--- config.mk ---
export PLATFORM = sky130hd
export DESIGN_NAME = rv_core
export DESIGN_NICKNAME = d
export VERILOG_FILES = /design/src/rv_pkg.sv /design/src/rv_core.sv /design/src/rv_mem_wb.sv /design/src/rv_branch.sv /design/src/rv_alu.sv /design/src/rv_regfile.sv /design/src/rv_decode.sv
export SDC_FILE = /design/constraint.sdc
export NUM_CORES = 2
export LEC_CHECK = 0
export BUFFER_PORTS_ARGS = -buffer_cell sky130_fd_sc_hd__clkbuf_2
export CORE_MARGIN = 10
export CORE_UTILIZATION = 55
export CTS_CLUSTER_SIZE = 16
export DETAILED_ROUTE_END_ITERATION = 6
export PLACE_DENSITY = 0.75
export SYNTH_ARGS = -nofsm -noshare
export SYNTH_HDL_FRONTEND = slang
export SYNTH_HIERARCHICAL = 1
export SYNTH_SLANG_ARGS = --single-unit
--- constraint.sdc ---
create_clock -name clk -period 19.85 [get_ports clk]
set_input_delay 2.9775 -clock clk [delete_from_list [all_inputs] [get_ports clk]]
set_output_delay 2.9775 -clock clk [all_outputs]
set_load 0.01 [all_outputs]
--- src/rv_pkg.sv ---
`default_nettype none

package rv_pkg;

  localparam int xlen       = 32;
  localparam int reg_addr_w = 5;
  localparam int strb_w     = xlen / 8;  // one mask bit per byte lane

  localparam logic [xlen-1:0] reset_pc = 32'h8000_0000;

  // base opcodes, inst[6:0]
  localparam logic [6:0] op_r      = 7'b011_0011;
  localparam logic [6:0] op_imm    = 7'b001_0011;
  localparam logic [6:0] op_load   = 7'b000_0011;
  localparam logic [6:0] op_store  = 7'b010_0011;
  localparam logic [6:0] op_branch = 7'b110_0011;
  localparam logic [6:0] op_jal    = 7'b110_1111;
  localparam logic [6:0] op_jalr   = 7'b110_0111;
  localparam logic [6:0] op_lui    = 7'b011_0111;
  localparam logic [6:0] op_auipc  = 7'b001_0111;

  // alu funct3
  localparam logic [2:0] f3_add  = 3'b000;  // add, sub
  localparam logic [2:0] f3_sll  = 3'b001;
  localparam logic [2:0] f3_slt  = 3'b010;
  localparam logic [2:0] f3_sltu = 3'b011;
  localparam logic [2:0] f3_xor  = 3'b100;
  localparam logic [2:0] f3_sr   = 3'b101;  // srl, sra
  localparam logic [2:0] f3_or   = 3'b110;
  localparam logic [2:0] f3_and  = 3'b111;

  // branch funct3
  localparam logic [2:0] f3_beq  = 3'b000;
  localparam logic [2:0] f3_bne  = 3'b001;
  localparam logic [2:0] f3_blt  = 3'b100;
  localparam logic [2:0] f3_bge  = 3'b101;
  localparam logic [2:0] f3_bltu = 3'b110;
  localparam logic [2:0] f3_bgeu = 3'b111;

  // load/store size
  localparam logic [2:0] f3_b  = 3'b000;
  localparam logic [2:0] f3_h  = 3'b001;
  localparam logic [2:0] f3_w  = 3'b010;
  localparam logic [2:0] f3_bu = 3'b100;
  localparam logic [2:0] f3_hu = 3'b101;

  // register writeback source
  typedef enum logic [1:0] {
    wb_alu    = 2'd0,
    wb_load   = 2'd1,
    wb_link   = 2'd2,  // pc+4
    wb_target = 2'd3   // pc+imm
  } wb_sel_t;

endpackage

`default_nettype wire
--- src/rv_core.sv ---
`timescale 1ns/1ns
`default_nettype none

module rv_core import rv_pkg::*; (
  input  logic              clk,
  input  logic              reset,
  input  logic [xlen-1:0]   imem_data,
  input  logic [xlen-1:0]   dmem_rdata,
  output logic [xlen-1:0]   imem_addr,
  output logic [xlen-1:0]   dmem_addr,
  output logic [xlen-1:0]   dmem_wdata,
  output logic              dmem_read,
  output logic              dmem_write,
  output logic [strb_w-1:0] dmem_wmask
);

  logic [reg_addr_w-1:0] rs1;
  logic [reg_addr_w-1:0] rs2;
  logic [reg_addr_w-1:0] rd;
  logic [xlen-1:0]       imm;
  logic [2:0]            funct3;
  logic                  alt_op;
  logic                  use_imm;
  logic                  use_pc;
  logic                  arith_only;
  logic                  is_branch;
  logic                  is_jal;
  logic                  is_jalr;
  logic                  mem_read;
  logic                  mem_write;
  logic                  reg_write;
  wb_sel_t               wb_sel;
  logic [xlen-1:0]       rs1_data;
  logic [xlen-1:0]       rs2_data;
  logic [xlen-1:0]       rd_data;
  logic [xlen-1:0]       alu_result;
  logic [xlen-1:0]       pc;
  logic [xlen-1:0]       link;
  logic [xlen-1:0]       target;

  rv_decode u_decode (
    .reset      (reset),
    .inst       (imem_data),
    .rs1        (rs1),
    .rs2        (rs2),
    .rd         (rd),
    .imm        (imm),
    .funct3     (funct3),
    .alt_op     (alt_op),
    .use_imm    (use_imm),
    .use_pc     (use_pc),
    .arith_only (arith_only),
    .is_branch  (is_branch),
    .is_jal     (is_jal),
    .is_jalr    (is_jalr),
    .mem_read   (mem_read),
    .mem_write  (mem_write),
    .reg_write  (reg_write),
    .wb_sel     (wb_sel)
  );

  rv_regfile u_regfile (
    .clk       (clk),
    .reg_write (reg_write),
    .rs1       (rs1),
    .rs2       (rs2),
    .rd        (rd),
    .rd_data   (rd_data),
    .rs1_data  (rs1_data),
    .rs2_data  (rs2_data)
  );

  rv_alu u_alu (
    .rs1_data   (rs1_data),
    .rs2_data   (rs2_data),
    .imm        (imm),
    .pc         (pc),
    .funct3     (funct3),
    .alt_op     (alt_op),
    .use_imm    (use_imm),
    .use_pc     (use_pc),
    .arith_only (arith_only),
    .alu_result (alu_result)
  );

  rv_branch u_branch (
    .clk       (clk),
    .reset     (reset),
    .rs1_data  (rs1_data),
    .rs2_data  (rs2_data),
    .imm       (imm),
    .funct3    (funct3),
    .is_branch (is_branch),
    .is_jal    (is_jal),
    .is_jalr   (is_jalr),
    .pc        (pc),
    .link      (link),
    .target    (target)
  );

  rv_mem_wb u_mem_wb (
    .alu_result (alu_result),
    .link       (link),
    .target     (target),
    .rs2_data   (rs2_data),
    .dmem_rdata (dmem_rdata),
    .funct3     (funct3),
    .mem_write  (mem_write),
    .wb_sel     (wb_sel),
    .rd_data    (rd_data),
    .dmem_wdata (dmem_wdata),
    .dmem_wmask (dmem_wmask)
  );

  assign imem_addr  = pc;
  assign dmem_addr  = alu_result;  // rs1 + offset for loads and stores
  assign dmem_read  = mem_read;
  assign dmem_write = mem_write;

endmodule

`default_nettype wire

--- src/rv_mem_wb.sv ---
`timescale 1ns/1ns
`default_nettype none

module rv_mem_wb import rv_pkg::*; (
  input  logic [xlen-1:0]   alu_result,
  input  logic [xlen-1:0]   link,
  input  logic [xlen-1:0]   target,
  input  logic [xlen-1:0]   rs2_data,
  input  logic [xlen-1:0]   dmem_rdata,
  input  logic [2:0]        funct3,
  input  logic              mem_write,
  input  wb_sel_t           wb_sel,
  output logic [xlen-1:0]   rd_data,
  output logic [xlen-1:0]   dmem_wdata,
  output logic [strb_w-1:0] dmem_wmask
);

  logic [1:0]        offset;
  logic [xlen-1:0]   shifted;
  logic [7:0]        load_byte;
  logic [15:0]       load_half;
  logic [xlen-1:0]   load_data;
  logic [strb_w-1:0] size_mask;
  logic              access;

  assign offset = alu_result[1:0];

  // move the addressed lane down to bit 0
  assign shifted   = dmem_rdata >> {offset, 3'b000};
  assign load_byte = shifted[7:0];
  assign load_half = shifted[15:0];

  always_comb begin
    case (funct3)
      f3_b:    load_data = {{24{load_byte[7]}}, load_byte};
      f3_h:    load_data = {{16{load_half[15]}}, load_half};
      f3_bu:   load_data = {24'd0, load_byte};
      f3_hu:   load_data = {16'd0, load_half};
      default: load_data = dmem_rdata;  // lw
    endcase
  end

  // store data replicated across lanes, mask picks the live ones
  always_comb begin
    case (funct3[1:0])
      2'b00: begin
        dmem_wdata = {4{rs2_data[7:0]}};
        size_mask  = 4'b0001 << offset;
      end
      2'b01: begin
        dmem_wdata = {2{rs2_data[15:0]}};
        size_mask  = 4'b0011 << {offset[1], 1'b0};
      end
      default: begin
        dmem_wdata = rs2_data;
        size_mask  = 4'b1111;
      end
    endcase
  end

  assign dmem_wmask = mem_write ? size_mask : '0;

  always_comb begin
    case (wb_sel)
      wb_load:   rd_data = load_data;
      wb_link:   rd_data = link;
      wb_target: rd_data = target;
      default:   rd_data = alu_result;  // also lui, rs1 forced to x0
    endcase
  end

  assign access = mem_write || (wb_sel == wb_load);

  always_comb begin
    if (access) begin
      assert (funct3[1:0] != 2'b01 || !offset[0])
        else $error("mem_wb: misaligned halfword access at %h", alu_result);
      assert (funct3[1:0] != 2'b10 || offset == 2'b00)
        else $error("mem_wb: misaligned word access at %h", alu_result);
    end
  end

endmodule

`default_nettype wire

--- src/rv_branch.sv ---
`timescale 1ns/1ns
`default_nettype none

module rv_branch import rv_pkg::*; (
  input  logic            clk,
  input  logic            reset,
  input  logic [xlen-1:0] rs1_data,
  input  logic [xlen-1:0] rs2_data,
  input  logic [xlen-1:0] imm,
  input  logic [2:0]      funct3,
  input  logic            is_branch,
  input  logic            is_jal,
  input  logic            is_jalr,
  output logic [xlen-1:0] pc,
  output logic [xlen-1:0] link,
  output logic [xlen-1:0] target
);

  logic [xlen:0]   diff;  // top bit is the borrow
  logic            eq;
  logic            lt;
  logic            ltu;
  logic            ovf;
  logic            taken;
  logic            redirect;
  logic [xlen-1:0] base;
  logic [xlen-1:0] sum;
  logic [xlen-1:0] next_pc;

  // rs1 - rs2 gives all three compare flags
  assign diff = {1'b0, rs1_data} - {1'b0, rs2_data};
  assign eq   = diff[xlen-1:0] == '0;
  assign ltu  = diff[xlen];
  assign ovf  = (rs1_data[xlen-1] != rs2_data[xlen-1]) &&
                (diff[xlen-1] != rs1_data[xlen-1]);
  assign lt   = diff[xlen-1] ^ ovf;

  always_comb begin
    case (funct3)
      f3_beq:  taken = eq;
      f3_bne:  taken = !eq;
      f3_blt:  taken = lt;
      f3_bge:  taken = !lt;
      f3_bltu: taken = ltu;
      f3_bgeu: taken = !ltu;
      default: taken = 1'b0;  // reserved encodings fall through
    endcase
  end

  // jump target adder
  assign base   = is_jalr ? rs1_data : pc;
  assign sum    = base + imm;
  assign target = is_jalr ? {sum[xlen-1:1], 1'b0} : sum;
  assign link   = pc + xlen'(4);

  assign redirect = (is_branch && taken) || is_jal || is_jalr;
  assign next_pc  = redirect ? target : link;

  always_ff @(posedge clk) begin
    if (reset) begin
      pc <= reset_pc;
    end else begin
      pc <= next_pc;
    end
  end

  // a misaligned jump target would show up here one edge later
  assert property (@(posedge clk) disable iff (reset) pc[1:0] == 2'b00)
    else $error("branch: pc not word aligned, pc %h", pc);

endmodule

`default_nettype wire

--- src/rv_alu.sv ---
`timescale 1ns/1ns
`default_nettype none

module rv_alu import rv_pkg::*; (
  input  logic [xlen-1:0] rs1_data,
  input  logic [xlen-1:0] rs2_data,
  input  logic [xlen-1:0] imm,
  input  logic [xlen-1:0] pc,
  input  logic [2:0]      funct3,
  input  logic            alt_op,
  input  logic            use_imm,
  input  logic            use_pc,
  input  logic            arith_only,
  output logic [xlen-1:0] alu_result
);

  logic [xlen-1:0] op_a;
  logic [xlen-1:0] op_b;
  logic [xlen-1:0] sum;
  logic [xlen-1:0] diff;
  logic [4:0]      shamt;
  logic            sub_op;
  logic            lt;
  logic            ltu;

  assign op_a  = use_pc ? pc : rs1_data;   // auipc
  assign op_b  = use_imm ? imm : rs2_data;
  assign shamt = op_b[4:0];

  assign sum    = op_a + op_b;
  assign diff   = op_a - op_b;
  assign sub_op = alt_op && !use_imm;  // addi has no subtract form

  assign lt  = $signed(op_a) < $signed(op_b);
  assign ltu = op_a < op_b;

  always_comb begin
    alu_result = sum;  // loads, stores, lui, auipc
    if (!arith_only) begin
      case (funct3)
        f3_add:  alu_result = sub_op ? diff : sum;
        f3_sll:  alu_result = op_a << shamt;
        f3_slt:  alu_result = {{(xlen - 1){1'b0}}, lt};
        f3_sltu: alu_result = {{(xlen - 1){1'b0}}, ltu};
        f3_xor:  alu_result = op_a ^ op_b;
        f3_sr:   alu_result = alt_op ? $unsigned($signed(op_a) >>> shamt) : op_a >> shamt;
        f3_or:   alu_result = op_a | op_b;
        f3_and:  alu_result = op_a & op_b;
        default: alu_result = sum;
      endcase
    end
  end

endmodule

`default_nettype wire

--- src/rv_regfile.sv ---
`timescale 1ns/1ns
`default_nettype none

module rv_regfile import rv_pkg::*; (
  input  logic                  clk,
  input  logic                  reg_write,
  input  logic [reg_addr_w-1:0] rs1,
  input  logic [reg_addr_w-1:0] rs2,
  input  logic [reg_addr_w-1:0] rd,
  input  logic [xlen-1:0]       rd_data,
  output logic [xlen-1:0]       rs1_data,
  output logic [xlen-1:0]       rs2_data
);

  logic [xlen-1:0] regs [0:(1 << reg_addr_w) - 1];

  // x0 is never written
  always_ff @(posedge clk) begin
    if (reg_write && rd != '0) begin
      regs[rd] <= rd_data;
    end
  end

  // async reads, x0 forced to zero
  assign rs1_data = (rs1 == '0) ? '0 : regs[rs1];
  assign rs2_data = (rs2 == '0) ? '0 : regs[rs2];

endmodule

`default_nettype wire

--- src/rv_decode.sv ---
`timescale 1ns/1ns
`default_nettype none

module rv_decode import rv_pkg::*; (
  input  logic                  reset,
  input  logic [xlen-1:0]       inst,
  output logic [reg_addr_w-1:0] rs1,
  output logic [reg_addr_w-1:0] rs2,
  output logic [reg_addr_w-1:0] rd,
  output logic [xlen-1:0]       imm,
  output logic [2:0]            funct3,
  output logic                  alt_op,
  output logic                  use_imm,
  output logic                  use_pc,
  output logic                  arith_only,
  output logic                  is_branch,
  output logic                  is_jal,
  output logic                  is_jalr,
  output logic                  mem_read,
  output logic                  mem_write,
  output logic                  reg_write,
  output wb_sel_t               wb_sel
);

  logic [6:0]      opcode;
  logic [xlen-1:0] imm_i;
  logic [xlen-1:0] imm_s;
  logic [xlen-1:0] imm_b;
  logic [xlen-1:0] imm_u;
  logic [xlen-1:0] imm_j;
  logic            is_load;
  logic            is_store;
  logic            is_shift_imm;

  assign opcode = inst[6:0];
  assign rs1    = (opcode == op_lui) ? '0 : inst[19:15];  // lui adds imm to x0
  assign rs2    = inst[24:20];
  assign rd     = inst[11:7];
  assign funct3 = inst[14:12];
  assign alt_op = inst[30];  // funct7 bit 5

  // immediate formats
  assign imm_i = {{20{inst[31]}}, inst[31:20]};
  assign imm_s = {{20{inst[31]}}, inst[31:25], inst[11:7]};
  assign imm_b = {{19{inst[31]}}, inst[31], inst[7], inst[30:25], inst[11:8], 1'b0};
  assign imm_u = {inst[31:12], 12'h000};
  assign imm_j = {{11{inst[31]}}, inst[31], inst[19:12], inst[20], inst[30:21], 1'b0};

  assign is_shift_imm = (opcode == op_imm) && (funct3 == f3_sll || funct3 == f3_sr);

  always_comb begin
    case (opcode)
      op_imm:           imm = is_shift_imm ? {27'd0, inst[24:20]} : imm_i;  // shamt only
      op_load, op_jalr: imm = imm_i;
      op_store:         imm = imm_s;
      op_branch:        imm = imm_b;
      op_lui, op_auipc: imm = imm_u;
      op_jal:           imm = imm_j;
      default:          imm = '0;
    endcase
  end

  assign is_load   = opcode == op_load;
  assign is_store  = opcode == op_store;
  assign is_branch = opcode == op_branch;
  assign is_jal    = opcode == op_jal;
  assign is_jalr   = opcode == op_jalr;

  assign use_imm    = (opcode != op_r) && !is_branch;
  assign use_pc     = opcode == op_auipc;
  assign arith_only = is_load || is_store || (opcode == op_lui) || use_pc;  // plain add

  // no side effects while reset is held
  assign mem_read  = !reset && is_load;
  assign mem_write = !reset && is_store;
  assign reg_write = !reset &&
                     (opcode inside {op_r, op_imm, op_load, op_jal, op_jalr, op_lui, op_auipc});

  always_comb begin
    case (opcode)
      op_load:         wb_sel = wb_load;
      op_jal, op_jalr: wb_sel = wb_link;
      op_auipc:        wb_sel = wb_target;  // branch unit adder gives pc+imm
      default:         wb_sel = wb_alu;
    endcase
  end

  always_comb begin
    assert (!(mem_read && mem_write))
      else $error("decode: load and store enabled together, inst %h", inst);
  end

endmodule

`default_nettype wire

; Word level (Yosys, flattened, before mapping)
; Memory sizes are Yosys's and may differ from the RTL's.
; Cells that the tools add are included.
[word_totals]
ff_bits = 32
latch_bits = 0
ram_bits = 1024
mem_bits_ro = 0
inputBits = 66
output_inout_bits = 102
word_cells = 96
n_memories = 1
[op_classes]
addsub = 5
multipliers = 0
div = 0
order_cmp = 2
eq_ne = 23
shifts = 6
muxes = 23
bitwise_logic = 4
reduce_logical = 31
[memory_table]
columns = name, depth, width, rd, rd_ports_with_merged_regs, write_ports, line
row1 = u_regfile.regs, 32, 32, 2, 0, 1, rv_regfile.sv:15  ; logic [xlen-1:0] regs [0:(1 << reg_addr_w) - 1];
[op_table]
columns = operator, n
row1 = $mux 32, 10
row2 = $pmux 32 s8, 1
row3 = $pmux 32 s6, 1
row4 = $pmux 32 s4, 1
row5 = $pmux 32 s3, 1
row6 = $add 32x32->32, 2
row7 = $lt 32x32->1, 2
row8 = $pmux 32 s2, 1
row9 = $sub 32x32->33, 1
row10 = $add 32x3->32 const B, 1
row11 = $and 32x32->32, 1
row12 = $logic_not 32->1, 1
row13 = $or 32x32->32, 1
row14 = $shl 32x5->32, 1
row15 = $shr 32x5->16, 1
row16 = $shr 32x5->32, 1
row17 = $sshr 32x5->32, 1
row18 = $sub 32x32->32, 1
row19 = $xor 32x32->32, 1
row20 = $eq 7x6->1 const B, 3
row21 = $eq 7x7->1 const B, 3
row22 = $eq 7x5->1 const B, 2
row23 = $eq 3x3->1 const B, 4
row24 = $logic_not 5->1, 2
row25 = 24 further kinds, 50

; Logic depth before layout (Yosys ltp)
[logic_depth]
word_depth = 14
mapped_depth = 37
depth_no_buf = 30

; Cells and area by module
; The synthesis kept the hierarchy.
[modules_own_cells]
columns = module, instances, cells_each, area_per_inst_um2, seq_area_each_um2
row1 = rv_regfile, 1, 2564, 47904.7, 30749.5
row2 = rv_alu, 1, 1440, 9625.5, 0.0
row3 = rv_branch, 1, 810, 5855.6, 640.6
row4 = rv_mem_wb, 1, 296, 2090.8, 0.0
row5 = rv_decode, 1, 131, 853.3, 0.0

; Least setup slack after synthesis
; No wires, ideal clock.
[synth_path]
path_type = input port to output port
from = input imem_data[24]
to = output dmem_wmask[3]
arrival_ns = 8.482
t_required_ns = 16.872
setup_slack_ns = 8.390
stages = 28
n_path_buf = 10
path_cell_list = buf_4 clkbuf_1 or2_2 clkbuf_1 or4_4 clkbuf_1 o21ai_0 a311oi_1 mux2i_1 clkbuf_1 clkbuf_1 clkbuf_1 ha_1 clkbuf_1 nand2b_1 o311a_1 o21bai_1 a21oi_1 o21ai_1 o31a_1 o41ai_1 a21oi_1 o32a_1 buf_6 buf_2 nor2_1 nor2_1 o21a_1
[synth_via]
elab_chain_cells = 10
elab_cells_between_ends = 24
[synth_lines]
columns = element, line
row1 = "start, declared", rv_core.sv:7  ; input logic [xlen-1:0] imem_data,
row2 = $mem_v2 32x32 / $logic_not 5->1 (equally long branches), -
row3 = $mux 32 *, rv_regfile.sv:26  ; assign rs2_data = (rs2 == '0) ? '0 : regs[rs2];
row4 = net rs2_data[3], rv_core.sv:34  ; logic [xlen-1:0] rs2_data;
row5 = $mux 32 *, rv_alu.sv:27  ; assign op_b = use_imm ? imm : rs2_data;
row6 = "parallel branches: the longest is 2 deep, another holds $lt 32x32->1", -
row7 = $pmux 32 s8 *, rv_alu.sv:40  ; case (funct3)
row8 = $mux 32 *, rv_alu.sv:39  ; if (!arith_only) begin
row9 = net dmem_addr[0], rv_core.sv:10  ; output logic [xlen-1:0] dmem_addr,
row10 = $shl 1x2->4 *, rv_mem_wb.sv:48  ; size_mask = 4'b0001 << offset;
row11 = $pmux 4 s2 *, rv_mem_wb.sv:45  ; case (funct3[1:0])
row12 = $mux 4 *, rv_mem_wb.sv:61  ; assign dmem_wmask = mem_write ? size_mask : '0;
row13 = "end, declared", rv_core.sv:14  ; output logic [strb_w-1:0] dmem_wmask
; Mark *: on every way through the listed nets, which the timed path passes.

; Worst setup path after layout
[layout_path]
from = input imem_data[3]
to = output dmem_wmask[1]
[layout_via]
elab_chain_cells = 12
elab_cells_between_ends = 46
[layout_lines]
columns = element, line
row1 = $eq 7x6->1 *, rv_decode.sv:36  ; assign rs1 = (opcode == op_lui) ? '0 : inst[19:15];
row2 = $mux 5 *, rv_decode.sv:36
row3 = net rs1[3], rv_core.sv:17  ; logic [reg_addr_w-1:0] rs1;
row4 = $mem_v2 32x32 / $logic_not 5->1 (equally long branches), -
row5 = $mux 32 *, rv_regfile.sv:25  ; assign rs1_data = (rs1 == '0) ? '0 : regs[rs1];
row6 = net rs1_data[5], rv_core.sv:33  ; logic [xlen-1:0] rs1_data;
row7 = $mux 32 *, rv_alu.sv:26  ; assign op_a = use_pc ? pc : rs1_data;
row8 = "parallel branches: the longest is 2 deep, another holds $lt 32x32->1", -
row9 = $pmux 32 s8 *, rv_alu.sv:40
row10 = $mux 32 *, rv_alu.sv:39
row11 = $shl 2x2->4 / $shl 1x2->4 (equally long branches), "rv_mem_wb.sv:52, rv_mem_wb.sv:48"
row12 = $pmux 4 s2 *, rv_mem_wb.sv:45
row13 = $mux 4 *, rv_mem_wb.sv:61
; Marks and branches as above.

==> flow_summary.toml <==
[run_status]
status = "finished with violations"
violations = "capacitance limit"

[clocking]
htreeDepth = 3
cts.sinks = 1056
cts_tree = "done"
hold_buffers = 0
insertion_delay_ns = 0.75
cts_buffer_depth = 3
path_clk_slew_ns = 0.07
cts_setup_buffers = 0
post_cts_resized = 0
cts_root_buffer = "clkbuf_16"
numCtsBuffers = 107

[global_routing]
met1_usage = 0.485
grt_util_met2 = 0.568
grt_pass1_wl_mm = 378
grt_pass1_vias = 51200
top_usage_layer = "met2"
antenna_found_initial = 11
grtUsageMet3 = 0.123
grt_start_max_net_pins = 126
globalRouteOverflowTotal = 0
track_usage = 0.385

[synth]
async_flop_share = 0
synth_cells = 5241
synthAdderAreaFrac = 0.0319
synth_xor_xnor_area_share = 0.0121
synth_top_cell_by_area = "edfxtp_1"
syn_avg_cell_area_um2 = 12.7
ys_ff_latch = 1056
synth_area_leaders = "edfxtp_1 (46%), mux4_2 (11%), mux2i_1 (8.3%), ha_1 (3.0%), mux2_2 (2.1%)"
netlist.area_leader.share = 0.464
ys_seq_area_frac = 0.473
synth_edf_count = 1024
synth_compound_area_frac = 0.136
synthDistinctLibCells = 116
yosys.area_share.simple = 0.0715
synth_mux_area_frac = 0.231
synth_warnings = 6
ys.flop_type = "edfxtp_1"
synth_top_family_by_area = "multiplexers"
synthesis.area_um2 = 66300

[power]
power_frac_comb = 0.215
power_density_nw_per_um2 = 82.7
leakagePower_nw = 26.5
swShare = 0.302
power_switching_w = 0.00182
power_frac_clock = 0.361
p_int_w = 0.00421
seqPwrFrac = 0.424
vdd_ir_drop_max_mv = 0.0803

[finish]
final_cell_mix = "edfxtp_1 (1024), mux2i_1 (551), nand2_1 (361)"
syn2layout_area_growth_pct = 10.0
fillers = 9238
drive_gt1_frac = 0.219
nets = 5550
post-route-util = 0.609
final_common_cell = "edfxtp_1"

[timing]
worst_slew_pin_slew_ns = 1.46
rsz0062_at_grt = "no"
fin_crit_sh = 0.756
setup_tns_ns = 0
final_max_slew_viol_count = 0
setup_viol = 0
min_period_ns = 15.00
fmaxAchievable_mhz = 66.7
maxSlewHeadroom = 0.0208
skew_ns = 0.0776
hold_viol_final = 0

[worst_setup_path]
rr_endpoint = "u_regfile/regs[16][21]"
cp_slowest_cell = "or3b_2"
worst-path-buf-inv = 6
cp_common_cell = "buf_4"
reg2reg_depth = 25
critPathCaptureType = "output pin"
rr_startpoint = "u_regfile/regs[15][0]"
cp_top_family = "compound AO/OA/AOI/OAI gates"
critical_path.max_fanout = 28
critPathKind = "in -> out"
cp.required_ns = 16.87
worstPathArrival_ns = 12.02
worstSetupStartpointType = "input port"
rrSetupSlack_ns = 11.43
max_stage_delay_ns = 0.86

[floorplanning]
start_util = 0.554
core_area_um2 = 120000
die_y_um = 367
die_area_um2 = 135000
rows = 127
pin_count = 168
fp.dieW_um = 367

[placement]
place.gp.congestion = 1.06
place_hpwl_mm = 182
port_buffers = 167

[detailed_routing]
drtPass1Iterations = 6
drt_iter0_markers = 9119
vias = 53100
viasPerCell = 7.54
ant_nets = 0
drcViolationCount = 0
wirelength_mm = 269
wire_per_inst_um = 38.2

[worst_hold_path]
worstHoldPathType = "reg -> reg"
whs_endpoint = "u_branch/pc[0]"
min-delay-start = "u_branch/pc[0]"
holdPathStages = 2

[flow_run]
maxCapViolations = 1
worst register-to-register path, cell delays in order, from the launching register on:
cell      delay (ns)
edfxtp_1        0.42
mux4_2          0.49
mux2_2          0.28
o21ai_0         0.25
a311oi_2        0.06
buf_4           0.26
mux2i_4         0.15
buf_4           0.32
inv_4           0.31
ha_1            0.46
fa_1            0.43
nor2_1          0.18
o311a_1         0.22
o21bai_1        0.20
a21oi_1         0.32
o21ai_1         0.17
o31a_1          0.34
o41ai_1         0.29
a21oi_1         0.19
o32a_2          0.41
buf_4           0.26
mux2_4          0.41
a22o_1          0.26
o21ai_4         0.13
buf_4           0.31
nand2_1         0.73
final cells by class:
type                    instances  area (µm²)  share of cell area
diodes                         11        27.5            0.000377
clock buffers                 122        2730              0.0375
clock inverters                81        1070              0.0146
inverters                     182         687             0.00941
multi-input cells            3609       32700               0.448
flip-flops and latches       1056       31400               0.430
well taps                    1612        2020              0.0276
repair buffers                362        2350              0.0322
per-stage QoR:
| step | instance area (µm²) | setup WS [ns] | total power, W | std cells | hold WS, ns |
|---|---|---|---|---|---|
| detailed placement | 69100 | 5.33 | 0.00385 | 6821 | 0.551 |
| finish | 73000 | 4.85 | 0.00603 | 7035 | 0.578 |
| floorplan | 66400 | 8.39 | 0.00337 | 5272 | 0.460 |
| global route | 73000 | 4.77 | 0.00617 | 7025 | 0.585 |
| CTS | 72900 | 5.28 | 0.00599 | 7024 | 0.563 |
| global placement | 69100 | 5.44 | 0.00384 | 6821 | 0.535 |
power groups by stage:
stage               Clock [W]  Sequential, W  Combinational [W]
floorplan                   0        0.00261           0.000761
global placement            0        0.00260            0.00124
detailed placement          0        0.00260            0.00124
CTS                   0.00218        0.00256            0.00125
global route          0.00227        0.00256            0.00135
finish                0.00218        0.00256            0.00130
metal layers:
metal | vias to the layer above | part of all wire
li1 | 21000 | -
met1 | 26100 | 0.34
met2 | 4875 | 0.43
met3 | 1142 | 0.15
met4 | 12 | 0.079
met5 | - | 0.00026
cells by family (layout without fill, tap and decap cells):
family | after synthesis | in the layout
flip-flops | 1056 | 1056
buffers and inverters | 607 | 747
AND/OR/NAND/NOR | 995 | 995
XOR/XNOR | 92 | 92
AO/OA/AOI/OAI | 1276 | 1276
adder cells (fa/ha/maj) | 166 | 166
other | 1 | 43
multiplexers | 1048 | 1048
worst max-delay path by stage:
stage | from | endpoint | slack [ns] | depth (start not counted)
5_1_grt | imem_data[3] | dmem_wmask[1] | 4.77 | 28
3_5_place_dp | imem_data[3] | dmem_wmask[3] | 5.33 | 29
6_report | imem_data[3] | dmem_wmask[1] | 4.85 | 28
2_1_floorplan | imem_data[24] | dmem_wmask[3] | 8.39 | 28
3_3_place_gp | imem_data[3] | dmem_wmask[3] | 5.44 | 27
4_1_cts | imem_data[3] | dmem_wmask[3] | 5.28 | 29
cells in the mapped netlist (all sizes together) (108+ instances only):
cell type,n
mux2,125
ha,161
a211oi,108
edfxtp,1024
a21oi,235
nand2,362
mux2i,566
buf,214
nor2,249
clkbuf,211
o21ai,290
mux4,357
inv,181
state kept, by name, summed over array words and instances (netlist names):
name,cells
u_regfile/regs,1024
u_branch/pc,32
(Power assumes the default switching activity.)
